## config.mk

```make
export PLATFORM = sky130hd
export DESIGN_NAME = shooter_top
export DESIGN_NICKNAME = d
export VERILOG_FILES = /design/src/rtl/game_pkg.sv /design/src/rtl/shooter_top.sv /design/src/rtl/plot_clip.sv /design/src/rtl/plot_fifo.sv /design/src/rtl/box_raster.sv /design/src/rtl/game_ctrl.sv
export SDC_FILE = /design/constraint.sdc
export NUM_CORES = 1
export LEC_CHECK = 0
export BUFFER_PORTS_ARGS = -buffer_cell sky130_fd_sc_hd__buf_2
export CORE_ASPECT_RATIO = 0.9
export CORE_UTILIZATION = 45
export CTS_BUF_LIST = sky130_fd_sc_hd__clkbuf_8
export DETAILED_ROUTE_END_ITERATION = 10
export PLACE_DENSITY = 0.71
export SYNTH_ARGS = -nofsm -noshare
export SYNTH_HDL_FRONTEND = slang
export SYNTH_HIERARCHICAL = 1
export SYNTH_SLANG_ARGS = --single-unit
```

## constraint.sdc

```tcl
create_clock -name CLOCK_50 -period 8.1 [get_ports CLOCK_50]
set_clock_uncertainty 0.1 [all_clocks]
set_input_delay 0 -clock CLOCK_50 [delete_from_list [all_inputs] [get_ports CLOCK_50]]
set_output_delay 0 -clock CLOCK_50 [all_outputs]
set_load 0.05 [all_outputs]
```

## src/rtl/game_pkg.sv

```systemverilog
`default_nettype none

package game_pkg;

  typedef logic [7:0] x_t;    // column, also box width
  typedef logic [6:0] y_t;    // row, also box height
  typedef logic [2:0] color_t;  // 3-bit rgb

  typedef enum logic [2:0] {
    START     = 3'd0,
    CLEAR     = 3'd1,
    PLAY      = 3'd2,
    GAME_OVER = 3'd3,
    WIN       = 3'd4
  } game_state_t;

  localparam x_t SCREEN_W = 8'd160;
  localparam y_t SCREEN_H = 7'd120;

  localparam x_t SHIP_W   = 8'd16;
  localparam y_t SHIP_H   = 7'd10;
  localparam x_t ENEMY_W  = 8'd16;
  localparam y_t ENEMY_H  = 7'd10;
  localparam x_t BULLET_W = 8'd4;
  localparam y_t BULLET_H = 7'd1;

  localparam x_t ENEMY_START_X = 8'd140;  // spawn column, right edge
  localparam x_t BULLET_DX     = 8'd16;   // nose of the ship
  localparam y_t BULLET_DY     = 7'd4;

  localparam color_t COL_BLACK  = 3'b000;
  localparam color_t COL_SHIP   = 3'b010;
  localparam color_t COL_ENEMY  = 3'b100;
  localparam color_t COL_BULLET = 3'b110;
  localparam color_t COL_LOSE   = 3'b101;
  localparam color_t COL_WIN    = 3'b011;

  localparam logic [6:0] LFSR_SEED = 7'h3f;  // height generator reset value

endpackage

`default_nettype wire
```

## src/rtl/shooter_top.sv

```systemverilog
`timescale 1ns/1ps
`default_nettype none

module shooter_top import game_pkg::*; #(
  parameter int TICK_DIV   = 64,
  parameter int FIFO_DEPTH = 16
) (
  input  logic        CLOCK_50,
  input  logic        rst_n,
  input  logic        btn_left,
  input  logic        btn_right,
  input  logic        btn_up,
  input  logic        btn_down,
  input  logic        fire,
  input  logic        restart,
  input  logic        plot_ready,
  output logic        plot_valid,
  output x_t          plot_x,
  output y_t          plot_y,
  output color_t      plot_color,
  output game_state_t game_state
);

  logic   req_valid, req_ready;  // box requests
  x_t     req_x, req_w;
  y_t     req_y, req_h;
  color_t req_color;
  logic   pix_valid, pix_ready;  // rasterized pixels
  x_t     pix_x;
  y_t     pix_y;
  color_t pix_color;
  logic   out_valid, out_ready;  // fifo head
  x_t     out_x;
  y_t     out_y;
  color_t out_color;

  game_ctrl #(
    .TICK_DIV (TICK_DIV)
  ) u_ctrl (
    .CLOCK_50   (CLOCK_50),
    .rst_n      (rst_n),
    .btn_left   (btn_left),
    .btn_right  (btn_right),
    .btn_up     (btn_up),
    .btn_down   (btn_down),
    .fire       (fire),
    .restart    (restart),
    .req_ready  (req_ready),
    .req_valid  (req_valid),
    .req_x      (req_x),
    .req_y      (req_y),
    .req_w      (req_w),
    .req_h      (req_h),
    .req_color  (req_color),
    .game_state (game_state)
  );

  box_raster u_raster (
    .CLOCK_50  (CLOCK_50),
    .rst_n     (rst_n),
    .req_valid (req_valid),
    .req_x     (req_x),
    .req_y     (req_y),
    .req_w     (req_w),
    .req_h     (req_h),
    .req_color (req_color),
    .pix_ready (pix_ready),
    .req_ready (req_ready),
    .pix_valid (pix_valid),
    .pix_x     (pix_x),
    .pix_y     (pix_y),
    .pix_color (pix_color)
  );

  plot_fifo #(
    .FIFO_DEPTH (FIFO_DEPTH)
  ) u_fifo (
    .CLOCK_50  (CLOCK_50),
    .rst_n     (rst_n),
    .pix_valid (pix_valid),
    .pix_x     (pix_x),
    .pix_y     (pix_y),
    .pix_color (pix_color),
    .out_ready (out_ready),
    .pix_ready (pix_ready),
    .out_valid (out_valid),
    .out_x     (out_x),
    .out_y     (out_y),
    .out_color (out_color)
  );

  plot_clip u_clip (
    .CLOCK_50   (CLOCK_50),
    .rst_n      (rst_n),
    .out_valid  (out_valid),
    .out_x      (out_x),
    .out_y      (out_y),
    .out_color  (out_color),
    .plot_ready (plot_ready),
    .out_ready  (out_ready),
    .plot_valid (plot_valid),
    .plot_x     (plot_x),
    .plot_y     (plot_y),
    .plot_color (plot_color)
  );

endmodule

`default_nettype wire

```

## src/rtl/plot_clip.sv

```systemverilog
`timescale 1ns/1ps
`default_nettype none

module plot_clip import game_pkg::*; (
  input  logic   CLOCK_50,
  input  logic   rst_n,
  input  logic   out_valid,
  input  x_t     out_x,
  input  y_t     out_y,
  input  color_t out_color,
  input  logic   plot_ready,
  output logic   out_ready,
  output logic   plot_valid,
  output x_t     plot_x,
  output y_t     plot_y,
  output color_t plot_color
);

  logic load;       // output stage free this cycle
  logic on_screen;

  assign load      = !plot_valid || plot_ready;
  assign out_ready = load;  // off-screen heads pop here too
  assign on_screen = (out_x < SCREEN_W) && (out_y < SCREEN_H);

  always_ff @(posedge CLOCK_50 or negedge rst_n)
  begin
    if (!rst_n)
      plot_valid <= 1'b0;
    else if (load)
      plot_valid <= out_valid && on_screen;
  end

  always_ff @(posedge CLOCK_50)
  begin
    if (load)
    begin
      plot_x     <= out_x;
      plot_y     <= out_y;
      plot_color <= out_color;
    end
  end

  a_on_screen: assert property (@(posedge CLOCK_50) disable iff (!rst_n)
    plot_valid |-> (plot_x < SCREEN_W) && (plot_y < SCREEN_H));

  a_hold_stall: assert property (@(posedge CLOCK_50) disable iff (!rst_n)
    plot_valid && !plot_ready |=> plot_valid && $stable({plot_x, plot_y, plot_color}));

endmodule

`default_nettype wire

```

## src/rtl/plot_fifo.sv

```systemverilog
`timescale 1ns/1ps
`default_nettype none

module plot_fifo import game_pkg::*; #(
  parameter int FIFO_DEPTH = 16
) (
  input  logic   CLOCK_50,
  input  logic   rst_n,
  input  logic   pix_valid,
  input  x_t     pix_x,
  input  y_t     pix_y,
  input  color_t pix_color,
  input  logic   out_ready,
  output logic   pix_ready,
  output logic   out_valid,
  output x_t     out_x,
  output y_t     out_y,
  output color_t out_color
);

  localparam int AW = (FIFO_DEPTH > 1) ? $clog2(FIFO_DEPTH) : 1;
  localparam logic [AW:0] FULL_CNT = (AW+1)'(FIFO_DEPTH);

  logic [17:0]   mem [FIFO_DEPTH];  // {x, y, colour}
  logic [AW-1:0] wr_ptr, rd_ptr;
  logic [AW:0]   count;             // occupancy
  logic          push, pop;

  assign pix_ready = (count != FULL_CNT);
  assign out_valid = (count != '0);
  assign push      = pix_valid && pix_ready;
  assign pop       = out_valid && out_ready;
  assign {out_x, out_y, out_color} = mem[rd_ptr];  // head visible right after push

  always_ff @(posedge CLOCK_50 or negedge rst_n)
  begin
    if (!rst_n)
    begin
      wr_ptr <= '0;
      rd_ptr <= '0;
      count  <= '0;
    end
    else
    begin
      if (push)
        wr_ptr <= wr_ptr + 1'b1;  // wraps at the power-of-two depth
      if (pop)
        rd_ptr <= rd_ptr + 1'b1;
      if (push && !pop)
        count <= count + 1'b1;
      else if (pop && !push)
        count <= count - 1'b1;
    end
  end

  always_ff @(posedge CLOCK_50)
  begin
    if (push)
      mem[wr_ptr] <= {pix_x, pix_y, pix_color};
  end

  // occupancy never passes the depth nor wraps below zero
  a_count_bound: assert property (@(posedge CLOCK_50) disable iff (!rst_n)
    count <= FULL_CNT);

  // occupancy agrees with the pointer distance
  a_count_ptrs: assert property (@(posedge CLOCK_50) disable iff (!rst_n)
    count[AW-1:0] == AW'(wr_ptr - rd_ptr));

endmodule

`default_nettype wire

```

## src/rtl/box_raster.sv

```systemverilog
`timescale 1ns/1ps
`default_nettype none

module box_raster import game_pkg::*; (
  input  logic   CLOCK_50,
  input  logic   rst_n,
  input  logic   req_valid,
  input  x_t     req_x,
  input  y_t     req_y,
  input  x_t     req_w,
  input  y_t     req_h,
  input  color_t req_color,
  input  logic   pix_ready,
  output logic   req_ready,
  output logic   pix_valid,
  output x_t     pix_x,
  output y_t     pix_y,
  output color_t pix_color
);

  logic busy;       // box in progress
  x_t   box_x, box_w, col;
  y_t   box_y, box_h, row;

  assign req_ready = !busy;
  assign pix_valid = busy;
  assign pix_x     = box_x + col;  // wraps, clipper drops it
  assign pix_y     = box_y + row;

  always_ff @(posedge CLOCK_50 or negedge rst_n)
  begin
    if (!rst_n)
    begin
      busy <= 1'b0;
      col  <= '0;
      row  <= '0;
    end
    else if (req_valid && req_ready)
    begin
      busy <= 1'b1;
      col  <= '0;
      row  <= '0;
    end
    else if (pix_valid && pix_ready)
    begin
      if (col == box_w - 8'd1)  // end of row
      begin
        col <= '0;
        if (row == box_h - 7'd1)
          busy <= 1'b0;  // last pixel gone
        else
          row <= row + 7'd1;
      end
      else
        col <= col + 8'd1;
    end
  end

  always_ff @(posedge CLOCK_50)
  begin
    if (req_valid && req_ready)
    begin
      box_x     <= req_x;
      box_y     <= req_y;
      box_w     <= req_w;
      box_h     <= req_h;
      pix_color <= req_color;
    end
  end

  a_accept_to_pix: assert property (@(posedge CLOCK_50) disable iff (!rst_n)
    req_valid && req_ready |=> pix_valid && !req_ready);

  // ready only comes back after a pixel leaves
  a_ready_after_pix: assert property (@(posedge CLOCK_50) disable iff (!rst_n)
    $rose(req_ready) |-> $past(pix_valid && pix_ready));

endmodule

`default_nettype wire

```

## src/rtl/game_ctrl.sv

```systemverilog
`timescale 1ns/1ps
`default_nettype none

module game_ctrl import game_pkg::*; #(
  parameter int TICK_DIV = 64
) (
  input  logic        CLOCK_50,
  input  logic        rst_n,
  input  logic        btn_left,
  input  logic        btn_right,
  input  logic        btn_up,
  input  logic        btn_down,
  input  logic        fire,
  input  logic        restart,
  input  logic        req_ready,
  output logic        req_valid,
  output x_t          req_x,
  output y_t          req_y,
  output x_t          req_w,
  output y_t          req_h,
  output color_t      req_color,
  output game_state_t game_state
);

  localparam int TW = (TICK_DIV > 1) ? $clog2(TICK_DIV) : 1;

  logic [TW-1:0] tick_cnt;  // frame divider
  logic          tick;
  logic          frame_go;  // tick with previous frame drained
  logic [6:0]    lfsr;
  logic [6:0]    pending;   // one bit per box still to issue
  logic [6:0]    first_box; // lowest set pending bit only
  logic          end_drawn; // end screen already sent
  x_t            ship_x, enemy_x, bul_x;
  y_t            ship_y, enemy_y, bul_y;
  logic          bul_act;
  x_t            ers_ship_x, ers_enemy_x, ers_bul_x;  // positions to erase
  y_t            ers_ship_y, ers_enemy_y, ers_bul_y;
  x_t            nxt_ship_x, nxt_enemy_x, nxt_bul_x;
  y_t            nxt_ship_y, nxt_bul_y;
  logic          nxt_bul_act;
  y_t            spawn_y;
  logic          hit_lose, hit_win, draw_en;

  function automatic logic overlap(x_t ax, y_t ay, x_t aw, y_t ah,
                                   x_t bx, y_t by, x_t bw, y_t bh);
    return (9'(ax) < 9'(bx) + 9'(bw)) && (9'(bx) < 9'(ax) + 9'(aw)) &&
           (8'(ay) < 8'(by) + 8'(bh)) && (8'(by) < 8'(ay) + 8'(ah));
  endfunction

  assign tick      = (tick_cnt == TW'(TICK_DIV - 1));
  assign frame_go  = tick && (pending == '0);
  assign req_valid = |pending;
  assign first_box = pending & (~pending + 7'd1);
  assign spawn_y   = (lfsr <= SCREEN_H - ENEMY_H) ? lfsr : lfsr - 7'd32;  // keep on screen

  always_comb
  begin
    nxt_ship_x  = ship_x;
    nxt_ship_y  = ship_y;
    nxt_enemy_x = enemy_x - 8'd1;  // drifts left one column per frame
    nxt_bul_x   = bul_x;
    nxt_bul_y   = bul_y;
    nxt_bul_act = bul_act;
    if (btn_left && nxt_ship_x != '0)
      nxt_ship_x = nxt_ship_x - 8'd1;
    if (btn_right && nxt_ship_x < SCREEN_W - SHIP_W)
      nxt_ship_x = nxt_ship_x + 8'd1;
    if (btn_up && nxt_ship_y < SCREEN_H - SHIP_H)  // up means larger y
      nxt_ship_y = nxt_ship_y + 7'd1;
    if (btn_down && nxt_ship_y != '0)
      nxt_ship_y = nxt_ship_y - 7'd1;
    if (bul_act)
    begin
      nxt_bul_x = bul_x + 8'd1;
      if (nxt_bul_x >= SCREEN_W - BULLET_W)
        nxt_bul_act = 1'b0;  // left the right edge
    end
    if (fire && !nxt_bul_act)
    begin
      nxt_bul_x   = nxt_ship_x + BULLET_DX;
      nxt_bul_y   = nxt_ship_y + BULLET_DY;
      nxt_bul_act = 1'b1;
    end
    hit_lose = overlap(nxt_ship_x, nxt_ship_y, SHIP_W, SHIP_H,
                       nxt_enemy_x, enemy_y, ENEMY_W, ENEMY_H) || (nxt_enemy_x == '0);
    hit_win  = nxt_bul_act && overlap(nxt_bul_x, nxt_bul_y, BULLET_W, BULLET_H,
                                      nxt_enemy_x, enemy_y, ENEMY_W, ENEMY_H);
    draw_en  = !hit_lose && !hit_win;
  end

  // lowest pending bit picks the box
  always_comb
  begin
    req_x     = '0;
    req_y     = '0;
    req_w     = SCREEN_W;  // full screen by default
    req_h     = SCREEN_H;
    req_color = (game_state == WIN) ? COL_WIN :
                (game_state == GAME_OVER) ? COL_LOSE : COL_BLACK;
    if (first_box[0])
      req_x = '0;  // full-screen fill from the defaults
    else if (first_box[1] || first_box[4])
    begin
      req_x     = first_box[1] ? ers_ship_x : ship_x;
      req_y     = first_box[1] ? ers_ship_y : ship_y;
      req_w     = SHIP_W;
      req_h     = SHIP_H;
      req_color = first_box[1] ? COL_BLACK : COL_SHIP;
    end
    else if (first_box[2] || first_box[5])
    begin
      req_x     = first_box[2] ? ers_enemy_x : enemy_x;
      req_y     = first_box[2] ? ers_enemy_y : enemy_y;
      req_w     = ENEMY_W;
      req_h     = ENEMY_H;
      req_color = first_box[2] ? COL_BLACK : COL_ENEMY;
    end
    else if (first_box[3] || first_box[6])
    begin
      req_x     = first_box[3] ? ers_bul_x : bul_x;
      req_y     = first_box[3] ? ers_bul_y : bul_y;
      req_w     = BULLET_W;
      req_h     = BULLET_H;
      req_color = first_box[3] ? COL_BLACK : COL_BULLET;
    end
  end

  always_ff @(posedge CLOCK_50 or negedge rst_n)
  begin
    if (!rst_n)
    begin
      tick_cnt   <= '0;
      lfsr       <= LFSR_SEED;
      pending    <= '0;
      end_drawn  <= 1'b0;
      game_state <= START;
      ship_x     <= '0;
      ship_y     <= '0;
      enemy_x    <= ENEMY_START_X;
      enemy_y    <= '0;
      bul_x      <= '0;
      bul_y      <= '0;
      bul_act    <= 1'b0;
    end
    else
    begin
      tick_cnt <= tick ? '0 : tick_cnt + 1'b1;
      if (tick && game_state == START)
        lfsr <= {lfsr[5:0], lfsr[4] ^ lfsr[1]};
      if (req_valid && req_ready)
        pending <= pending & (pending - 7'd1);  // drop lowest set bit
      if (frame_go)
      begin
        case (game_state)
          START:
            if (btn_left || btn_right || btn_up || btn_down)
              game_state <= CLEAR;
          CLEAR:
          begin
            ship_x     <= '0;
            ship_y     <= '0;
            enemy_x    <= ENEMY_START_X;
            enemy_y    <= spawn_y;
            bul_act    <= 1'b0;
            pending    <= 7'b0000001;  // black screen
            game_state <= PLAY;
          end
          PLAY:
          begin
            ship_x  <= nxt_ship_x;
            ship_y  <= nxt_ship_y;
            enemy_x <= nxt_enemy_x;
            bul_x   <= nxt_bul_x;
            bul_y   <= nxt_bul_y;
            bul_act <= nxt_bul_act;
            pending <= {draw_en && nxt_bul_act, draw_en, draw_en, bul_act, 2'b11, 1'b0};
            if (hit_lose)
              game_state <= GAME_OVER;
            else if (hit_win)
              game_state <= WIN;
          end
          GAME_OVER, WIN:
            if (!end_drawn)
            begin
              pending   <= 7'b0000001;  // lose or win fill
              end_drawn <= 1'b1;
            end
            else if (restart)
            begin
              end_drawn  <= 1'b0;
              ship_x     <= '0;
              ship_y     <= '0;
              enemy_x    <= ENEMY_START_X;
              bul_act    <= 1'b0;
              game_state <= START;
            end
          default:
            game_state <= START;
        endcase
      end
    end
  end

  always_ff @(posedge CLOCK_50)
  begin
    if (frame_go)
    begin
      ers_ship_x  <= ship_x;
      ers_ship_y  <= ship_y;
      ers_enemy_x <= enemy_x;
      ers_enemy_y <= enemy_y;
      ers_bul_x   <= bul_x;
      ers_bul_y   <= bul_y;
    end
  end

  // a frame only opens on a tick
  a_req_needs_tick: assert property (@(posedge CLOCK_50) disable iff (!rst_n)
    !req_valid && !tick |=> !req_valid);

  a_req_stable: assert property (@(posedge CLOCK_50) disable iff (!rst_n)
    req_valid && !req_ready |=> req_valid && $stable({req_x, req_y, req_w, req_h, req_color}));

endmodule

`default_nettype wire

```

==> impl_metrics.csv, run 1 <==
group,metric,value,unit
critical_path,worstSetupStartpointType,"register",
logic_synthesis,synth-edff-count,384,
global_routing,grt_pass1_wl,84700,µm
clocking,tritoncts,"yes",
die,placementRows,79,
detailed_routing,routed_wl,54100,µm
job,cap_violations,0,
critical_path,crit_required,8.54,ns
timing,tightest_slew,1.34,ns
clocking,cts_root_buf,"clkbuf_8",
logic_synthesis,synthArstFlopShare,0.207,
final_layout,final_common_cell,"edfxtp_1",
clocking,cts_buffers,78,
timing,max-slew-margin-rel,0.0979,
die,dieHeight,219,µm
critical_path,end_kind,"register",
detailed_routing,first_pass_iters,7,
timing,max_freq,152,MHz
final_layout,area_growth,10.9,%
die,die-area,53200,µm²
critical_path,critical_path_class,"register to register",
outcome,status,"finished clean",
detailed_routing,postRouteAntennaNets,0,
global_routing,antenna_found_initial,1,
final_layout,most-common-layout-cells,"edfxtp_1, nand2_1, inv_1",
global_routing,grt_use_total,0.206,
die,coreArea,51700,µm²
power_and_ir_drop,irDropWorstVdd,0.122,mV
detailed_routing,drt_iter0_drc,1244,
timing,drv_slew,0,
clocking,post_cts_buffers,0,
critical_path,cp_max_fo,14,
placed_design,dp_hpwl,35100,µm
logic_synthesis,synth_cells,1775,
global_routing,grt_remaining_overflow,0,
logic_synthesis,synth_top_area_frac,0.490,
timing,hold_viol_final,0,
detailed_routing,viasPerCell,5.81,
timing,rsz0062_at_grt,"false",
die,start_util,0.455,
critical_path,arrival,7.00,ns
logic_synthesis,ys.flop_type,"edfxtp_1",
detailed_routing,num_vias,15000,
timing,final.period_utilization,0.811,
logic_synthesis,yosysSeqAreaShare,0.597,
timing,finalSetupViolCount,0,
placed_design,io_buffers,30,
timing,fin_tns_setup,0,ns
logic_synthesis,ys_warn_count,6,
power_and_ir_drop,leakagePower,8.85,nW
detailed_routing,wl_per_cell,20.9,µm
detailed_routing,drc,0,
timing,fin_crit,6.57,ns
logic_synthesis,synth_top_area_cell,"edfxtp_1",
logic_synthesis,ys_ff_latch,484,
final_layout,fill_cells,4342,
logic_synthesis,ys_types,96,
die,io_pins,31,
final_layout,largest-register,"u_fifo/mem",
clocking,cts_htree_levels,3,
clocking,clock_sinks,484,
worst_hold_path,min_path_type,"input pin to register",
clocking,clockBufferDepth,3,
logic_synthesis,synth_area,23500,µm²
global_routing,grt_start_max_net_pins,74,
clocking,clk_pin_slew,0.06,ns
logic_synthesis,synth.area.top_cells,"edfxtp_1, dfrtp_1, ha_1",
logic_synthesis,syn_avg_cell_area,13.3,µm²
global_routing,grt_pass1_vias,15100,
clocking,clock_latency,0.65,ns
power_and_ir_drop,power_density,186,nW/µm²
timing,worst_hold_slack,0.0733,ns
die,die_w,243,µm
final_layout,final_nets,1947,
final_layout,drive_above_1_share,0.153,
placed_design,routabilityCongestion,0.890,
final_layout,largest_reg_flops,288,
clocking,cts_resized,0,
==> report_power, final <==
group	leakage, nW	switching [mW]	internal, mW
registers	3.86	0.00336	2.65
clock network	0.911	0.956	1.15
logic	4.08	0.0579	0.0330
total	8.85	1.02	3.84
==> metrics by stage <==
| stage | utilization | worst slack, ns | total power [mW] | instance area, µm² | cells |
|---|---|---|---|---|---|
| floorplan | - | 2.69 | 2.76 | 23600 | 1779 |
| global placement | 0.472 | 1.81 | 2.79 | 24400 | 2439 |
| detailed placement | 0.472 | 1.64 | 2.79 | 24400 | 2439 |
| CTS | 0.505 | 1.61 | 4.90 | 26100 | 2588 |
| global route | 0.505 | 1.01 | 5.01 | 26100 | 2589 |
| finish | 0.505 | 1.53 | 4.86 | 26100 | 2589 |
==> cell usage after synthesis (8+ instances only) <==
| cell | n |
|---|---|
| edfxtp_1 | 384 |
| nand2_1 | 174 |
| o21ai_0 | 95 |
| ha_1 | 94 |
| dfrtp_1 | 91 |
| mux2i_1 | 85 |
| inv_1 | 72 |
| nor2_1 | 70 |
| xnor2_1 | 64 |
| a21oi_1 | 52 |
| clkbuf_1 | 41 |
| xor2_1 | 40 |
| mux4_2 | 36 |
| a221oi_1 | 34 |
| nor3_1 | 32 |
| nand3_1 | 29 |
| buf_2 | 23 |
| a21o_1 | 19 |
| a22oi_1 | 19 |
| nand4_1 | 18 |
| mux2_2 | 16 |
| a31oi_1 | 15 |
| buf_4 | 14 |
| a222oi_1 | 13 |
| or3_1 | 12 |
| a221o_1 | 11 |
| and3_1 | 11 |
| and4_1 | 10 |
| nor2b_1 | 10 |
| nor4_1 | 10 |
| o2111ai_1 | 10 |
| o31ai_1 | 10 |
| and2_1 | 9 |
| buf_6 | 9 |
| dfstp_2 | 9 |
| nand2b_1 | 9 |
| a211oi_1 | 8 |
| a22o_1 | 8 |
| o21a_1 | 8 |
==> final timing paths <==
check | from | to | slack, ns | cells after the start
worst max-delay path | u_ctrl/ship_y[2] | u_ctrl/pending[6] | 1.53 | 23
worst min-delay path | btn_right | u_ctrl/ship_x[0] | 0.07 | 6
worst max register to register | u_ctrl/ship_y[2] | u_ctrl/pending[6] | 1.53 | 23
worst min register to register | u_ctrl/tick_cnt[4] | u_ctrl/tick_cnt[4] | 0.41 | 1
max in group asynchronous | rst_n | u_fifo/rd_ptr[0] | 6.37 | 4
min in group asynchronous | rst_n | u_ctrl/ship_y[6] | 0.37 | 4
==> routing by layer <==
metal	up-vias	global-route usage	wire length [µm]	share of wire
li1	6923	-	-	-
met1	7489	0.280	23700	0.44
met2	527	0.333	25800	0.48
met5	-	0	0	0
met4	0	0.0784	1420	0.026
met3	91	0.0355	3200	0.059
==> cell families (layout without fill, tap and decap cells) <==
kind of cell,after synthesis,after routing,synth area share
flip-flops,484,484,0.597
XOR/XNOR,106,106,0.0406
adder cells (fa/ha/maj),98,98,0.0529
buffers and inverters,164,285,0.0325
other,1,6,0.000159
AND/OR/NAND/NOR,421,421,0.0875
AO/OA/AOI/OAI,363,363,0.111
multiplexers,138,138,0.0789
==> critical path: stages, from the launching register on <==
cell and delay [ns]:
dfrtp_1 0.61, nand4_1 0.21, o211ai_2 0.42, mux2i_1 0.43, ha_1 0.24, nor2b_1 0.22
o21a_1 0.24, a31oi_1 0.12, xnor2_1 0.65, ha_1 0.34, nor3_1 0.08, o31a_1 0.35
inv_1 0.12, nand3_1 0.11, xor2_1 0.17, ha_1 0.33, a21o_1 0.17, a21oi_1 0.18
inv_1 0.05, a2111oi_0 0.38, a22oi_1 0.23, a221oi_4 0.36, nor3_2 0.09, a22o_1 0.26
==> final cells by class <==
| cell class | instances | area [µm²] | area share |
|---|---|---|---|
| multi-input combinational | 1131 | 8840 | 0.338 |
| sequential | 484 | 14000 | 0.538 |
| clock buffer | 94 | 1290 | 0.0495 |
| tap | 688 | 861 | 0.0330 |
| clock inverter | 45 | 293 | 0.0112 |
| antenna | 1 | 2.50 | 0.0000958 |
| inverter | 75 | 282 | 0.0108 |
| timing repair buffer | 71 | 495 | 0.0190 |
==> repair_timing <==
item / CTS / global route
hold buffers: 10 / 0
hold endpoints to repair: 128 / 0
setup endpoints to repair: 0 / 0
(Power assumes the default switching activity.)
==> inputs of run 2 (changes only) <==
--- a/config.mk
+++ b/config.mk
@@ -10,7 +10,7 @@
 export CORE_UTILIZATION = 45
 export CTS_BUF_LIST = sky130_fd_sc_hd__clkbuf_8
 export DETAILED_ROUTE_END_ITERATION = 10
-export PLACE_DENSITY = 0.71
+export PLACE_DENSITY = 0.73
 export SYNTH_ARGS = -nofsm -noshare
 export SYNTH_HDL_FRONTEND = slang
 export SYNTH_HIERARCHICAL = 1
==> constraint.sdc (replaced) <==
create_clock -name CLOCK_50 -period 5.75 [get_ports CLOCK_50]
set_clock_uncertainty 0.1 [all_clocks]
set_input_delay 0 -clock CLOCK_50 [delete_from_list [all_inputs] [get_ports CLOCK_50]]
set_output_delay 0 -clock CLOCK_50 [all_outputs]
set_load 0.05 [all_outputs]
==> impl_metrics.csv, run 2 (same netlist as run 1, synthesis figures left out) <==
group,metric,value,unit
outcome,status,"finished clean",
critical_path,cp.depth,23,
timing,max-slew-margin-rel,0.105,
worst_hold_path,min_path_type,"input pin to register",
final_layout,final_common_cell,"edfxtp_1",
detailed_routing,first_pass_iters,6,
final_layout,largest_reg_flops,288,
detailed_routing,viasPerCell,5.74,
placed_design,routabilityCongestion,0.861,
worst_hold_path,min_from,"btn_right",
placed_design,dp_cells,2466,
final_layout,largest-register,"u_fifo/mem",
final_layout,multi_input_area,8900,µm²
timing,finalSetupViolCount,0,
die,dieHeight,219,µm
die,start_util,0.455,
power_and_ir_drop,leakagePower,8.96,nW
clocking,clk_pin_slew,0.07,ns
clocking,cts_buffers,77,
timing,drv_slew,0,
critical_path,rr_startpoint,"u_ctrl/ship_x[1]",
clocking,cts_htree_levels,3,
critical_path,cp_max_fo,5,
timing,fin_crit,5.43,ns
clocking,tritoncts,"yes",
timing,rsz0062_at_grt,"false",
detailed_routing,postRouteAntennaNets,0,
power_and_ir_drop,irDropWorstVdd,0.140,mV
timing,hold_viol_final,0,
timing,fin_tns_setup,0,ns
detailed_routing,num_vias,15000,
critical_path,crit_family,"compound AO/OA/AOI/OAI gates",
die,placementRows,79,
power_and_ir_drop,power_density,255,nW/µm²
clocking,clock_sinks,484,
placed_design,io_buffers,30,
die,die-area,53200,µm²
critical_path,crit_path_max_incr_delay,0.51,ns
final_layout,n_antenna_cell,0,
critical_path,worstSetupStartpointType,"register",
detailed_routing,drt_iter0_drc,1134,
die,coreArea,51700,µm²
critical_path,arrival,5.87,ns
detailed_routing,wl_per_cell,20.4,µm
final_layout,area_growth,11.9,%
critical_path,cp-startpoint,"u_ctrl/ship_x[1]",
placed_design,dp_hpwl,34900,µm
global_routing,grt_pass1_vias,15200,
worst_hold_path,holdPathStages,5,
critical_path,path_buf_inv,3,
final_layout,drive_above_1_share,0.170,
final_layout,final_cell_area,26300,µm²
global_routing,grt_remaining_overflow,0,
critical_path,end_kind,"register",
final_layout,final_nets,1977,
final_layout,most-common-layout-cells,"edfxtp_1, nand2_1, inv_1",
final_layout,fill_cells,4325,
global_routing,grt_pass1_wl,84400,µm
placed_design,placed_cell_area,24600,µm²
final_layout,layout.cells.non_filler,2623,
final_layout,ff_latch_area,14100,µm²
timing,final.period_utilization,0.944,
detailed_routing,drc,0,
timing,max_freq,184,MHz
critical_path,crit_chain,"inv_1, ha_2, or3b_2, o21ai_4, xnor2_1, inv_1, ha_1, and4_1, a31oi_2, a211oi_1, nor2_2, inv_1, ha_1, xnor2_1, mux2_4, xnor2_1, ha_1, a2111oi_4, a21oi_1, a21o_1, a221oi_4, nor3_2, a22o_1",
job,cap_violations,0,
die,die_w,243,µm
power_and_ir_drop,total_power,6.72,mW
global_routing,antenna_found_initial,0,
critical_path,crit_required,6.19,ns
clocking,cts_root_buf,"clkbuf_8",
die,io_pins,31,
global_routing,grt_start_max_net_pins,60,
critical_path,rr_worst_depth,23,
critical_path,critical_path_class,"register to register",
timing,tightest_slew,1.33,ns
detailed_routing,routed_wl,53500,µm
global_routing,grt_use_total,0.205,
clocking,clock_latency,0.65,ns
clocking,clockBufferDepth,3,
critical_path,crit_path_top_delay_cell,"or3b_2",
-- run 2: area by class of cell --
class | instances | area share
clock buffers | 79 | 0.0413
clock inverters | 64 | 0.0155
inverters | 75 | 0.0107
multi-input cells | 1131 | 0.338
flip-flops and latches | 484 | 0.533
well taps | 688 | 0.0327
repair buffers | 102 | 0.0285
-- run 2: final timing paths --
| path | endpoint | slack [ns] |
|---|---|---|
| max reg2reg | u_ctrl/pending[6] | 0.32 |
| max | u_ctrl/pending[6] | 0.32 |
| max in group asynchronous | u_ctrl/ship_y[4] | 4.42 |
| min reg2reg | u_ctrl/tick_cnt[4] | 0.40 |
| min | u_ctrl/ship_x[4] | 0.03 |
| min in group asynchronous | u_ctrl/lfsr[3] | 0.46 |
-- run 2: metal layers --
layer,vias up,part of all wire,GRT usage,wire [µm]
met1,7455,0.44,0.274,23400
met2,502,0.48,0.341,25600
met4,0,0.024,0.0597,1280
met5,-,0,0,0
li1,6985,-,-,-
met3,104,0.061,0.0366,3270
-- run 2: worst register-to-register path, delay by kind of cell, from the launching register on --
kind,cells,cell delay [ns]
flip-flops,1,0.37
AO/OA/AOI/OAI,8,1.75
AND/OR/NAND/NOR,4,0.98
XOR/XNOR,3,0.48
multiplexers,1,0.31
adder cells (fa/ha/maj),4,1.01
buffers and inverters,3,0.32
-- run 2: where the power goes --
group	switching, mW	internal, mW	total [mW]	leakage [nW]
combinational	0.0907	0.0568	0.148	4.23
clock	1.36	1.48	2.84	0.864
sequential	0.000694	3.74	3.74	3.86
total	1.45	5.27	6.72	8.96
-- run 2: timing repair --
action | in CTS | in global routing
hold buffers | 11 | 0
setup buffers | 0 | 3
resized for setup | 1 | 14
pin swaps | 0 | 4
hold endpoints to repair | 83 | 0
setup endpoints to repair | 1 | 6
-- run 2: metrics by stage --
stage                     worst slack, ns   util  hold WS (ns)
after floorplan                     0.345      -        -0.396
after global placement              0.126  0.476        0.0328
after detailed placement          -0.0191  0.476        0.0298
after CTS                          0.0319  0.508        0.0109
after global routing              0.00308  0.510        0.0382
final                               0.320  0.510        0.0251
==> inputs of run 3 (changes only) <==
--- a/config.mk
+++ b/config.mk
@@ -10,7 +10,7 @@
 export CORE_UTILIZATION = 45
 export CTS_BUF_LIST = sky130_fd_sc_hd__clkbuf_8
 export DETAILED_ROUTE_END_ITERATION = 10
-export PLACE_DENSITY = 0.73
+export PLACE_DENSITY = 0.71
 export SYNTH_ARGS = -nofsm -noshare
 export SYNTH_HDL_FRONTEND = slang
 export SYNTH_HIERARCHICAL = 1
==> constraint.sdc (replaced) <==
create_clock -name CLOCK_50 -period 7 [get_ports CLOCK_50]
set_clock_uncertainty 0.1 [all_clocks]
set_input_delay 0 -clock CLOCK_50 [delete_from_list [all_inputs] [get_ports CLOCK_50]]
set_output_delay 0 -clock CLOCK_50 [all_outputs]
set_load 0.05 [all_outputs]
==> impl_metrics.csv, run 3 (same netlist as run 1, synthesis figures left out) <==
group,metric,value,unit
placed_design,routabilityCongestion,0.902,
job,cap_violations,0,
die,coreArea,51700,µm²
die,start_util,0.455,
timing,fin_tns_setup,0,ns
final_layout,largest_reg_flops,288,
die,placementRows,79,
detailed_routing,wl_per_cell,21.0,µm
critical_path,critical_path_class,"register to register",
global_routing,grt_pass1_vias,14900,
final_layout,ff_latch_area,14000,µm²
die,dieHeight,219,µm
detailed_routing,num_vias,15100,
timing,max-slew-margin-rel,0.0796,
global_routing,grt_remaining_overflow,0,
critical_path,crit_required,7.42,ns
critical_path,ff2ff_setup_slack,0.55,ns
placed_design,dp_cells,2441,
critical_path,cp_max_fo,14,
critical_path,end_kind,"register",
clocking,post_cts_buffers,0,
die,die_w,243,µm
final_layout,layout.cells.non_filler,2590,
worst_hold_path,min_path_type,"input pin to register",
global_routing,grt_pass1_wl,84900,µm
detailed_routing,first_pass_iters,5,
critical_path,worstSetupStartpointType,"register",
timing,finalSetupViolCount,0,
timing,tightest_slew,1.37,ns
clocking,cts_buffers,76,
clocking,cts_root_buf,"clkbuf_8",
placed_design,dpl_worst_slack,0.488,ns
die,io_pins,31,
timing,drv_slew,0,
detailed_routing,drt_iter0_drc,1361,
clocking,clock_sinks,484,
final_layout,fill_cells,4415,
timing,max_freq,155,MHz
critical_path,crit_path_top_delay_cell,"dfrtp_1",
timing,hold_viol_final,0,
global_routing,grt_use_total,0.206,
final_layout,most-common-layout-cells,"edfxtp_1, nand2_1, inv_1",
clocking,tritoncts,"yes",
detailed_routing,drc,0,
clocking,clockBufferDepth,3,
final_layout,largest-register,"u_fifo/mem",
final_layout,final_nets,1947,
power_and_ir_drop,total_power,5.46,mW
global_routing,antenna_found_initial,1,
detailed_routing,viasPerCell,5.83,
detailed_routing,routed_wl,54300,µm
timing,final.setup.worst_slack,0.549,ns
clocking,clock_latency,0.65,ns
timing,final.period_utilization,0.922,
timing,rsz0062_at_grt,"false",
critical_path,crit_chain,"nand4_1, o211ai_2, mux2i_1, ha_1, nor2b_1, o21a_1, a31oi_1, xnor2_2, ha_1, nor3_1, o31a_1, inv_1, nand3_1, xor2_1, ha_1, a21o_1, a21oi_1, inv_1, a2111oi_0, a22oi_1, a221oi_4, nor3_2, a22o_1",
outcome,status,"finished clean",
global_routing,grt_start_max_net_pins,74,
power_and_ir_drop,irDropWorstVdd,0.123,mV
clocking,cts_htree_levels,3,
placed_design,io_buffers,30,
critical_path,crit_path_max_incr_delay,0.61,ns
power_and_ir_drop,leakagePower,8.82,nW
final_layout,fin_util,0.503,
critical_path,arrival,6.87,ns
die,die-area,53200,µm²
placed_design,dp_hpwl,35200,µm
detailed_routing,postRouteAntennaNets,0,
power_and_ir_drop,power_density,210,nW/µm²
clocking,clk_pin_slew,0.06,ns
final_layout,final_common_cell,"edfxtp_1",
timing,fin_crit,6.45,ns
final_layout,drive_above_1_share,0.153,
final_layout,multi_input_area,8840,µm²
critical_path,crit_top_cell,"ha_1",
final_layout,area_growth,10.5,%
[run 3: path summary, 6_finish.rpt]
path	cells after the start	startpoint	end
setup reg to reg	23	u_ctrl/ship_y[2]	u_ctrl/pending[6]
setup / recovery	23	u_ctrl/ship_y[2]	u_ctrl/pending[6]
hold reg to reg	1	u_ctrl/tick_cnt[0]	u_ctrl/tick_cnt[0]
hold / removal	4	plot_ready	u_clip/plot_valid
min in group asynchronous	4	rst_n	u_ctrl/bul_y[3]
max in group asynchronous	4	rst_n	u_fifo/rd_ptr[0]
[run 3: metal layers]
| layer | up-vias | global-route usage | share of wire |
|---|---|---|---|
| met3 | 92 | 0.0378 | 0.064 |
| met1 | 7537 | 0.282 | 0.44 |
| met2 | 547 | 0.335 | 0.47 |
| li1 | 6923 | - | - |
| met4 | 0 | 0.0621 | 0.022 |
| met5 | - | 0 | 0 |
[run 3: critical path, delay by kind of cell (launching register included)]
family	cells	cell delay (ns)
adder cells (fa/ha/maj)	3	0.84
XOR/XNOR	2	0.62
multiplexers	1	0.43
flip-flops	1	0.61
AO/OA/AOI/OAI	10	2.84
buffers and inverters	2	0.17
AND/OR/NAND/NOR	5	0.70
[run 3: cell type report]
cell class | instances | area share
diodes | 1 | 0.0000962
clock buffers | 89 | 0.0471
clock inverters | 49 | 0.00909
inverters | 75 | 0.0108
multi-input cells | 1131 | 0.340
flip-flops and latches | 484 | 0.540
well taps | 688 | 0.0331
repair buffers | 73 | 0.0196
[run 3: per-stage QoR]
stage	area, µm²	hold slack (ns)
floorplan	23600	-0.396
global placement	24400	-0.142
detailed placement	24400	-0.135
CTS	26000	0.0785
global route	26000	0.101
finish	26000	0.121
[run 3: timing repair]
item,4_1_cts,5_1_grt
setup endpoints to repair,0,4
resized for setup,0,2
hold endpoints to repair,133,0
hold buffers,10,0
[run 3: where the power goes]
group	internal, mW	switching [mW]	leakage, nW
clock	1.17	1.12	0.871
sequential	3.07	0.00402	3.86
combinational	0.0383	0.0675	4.09
total	4.28	1.19	8.82
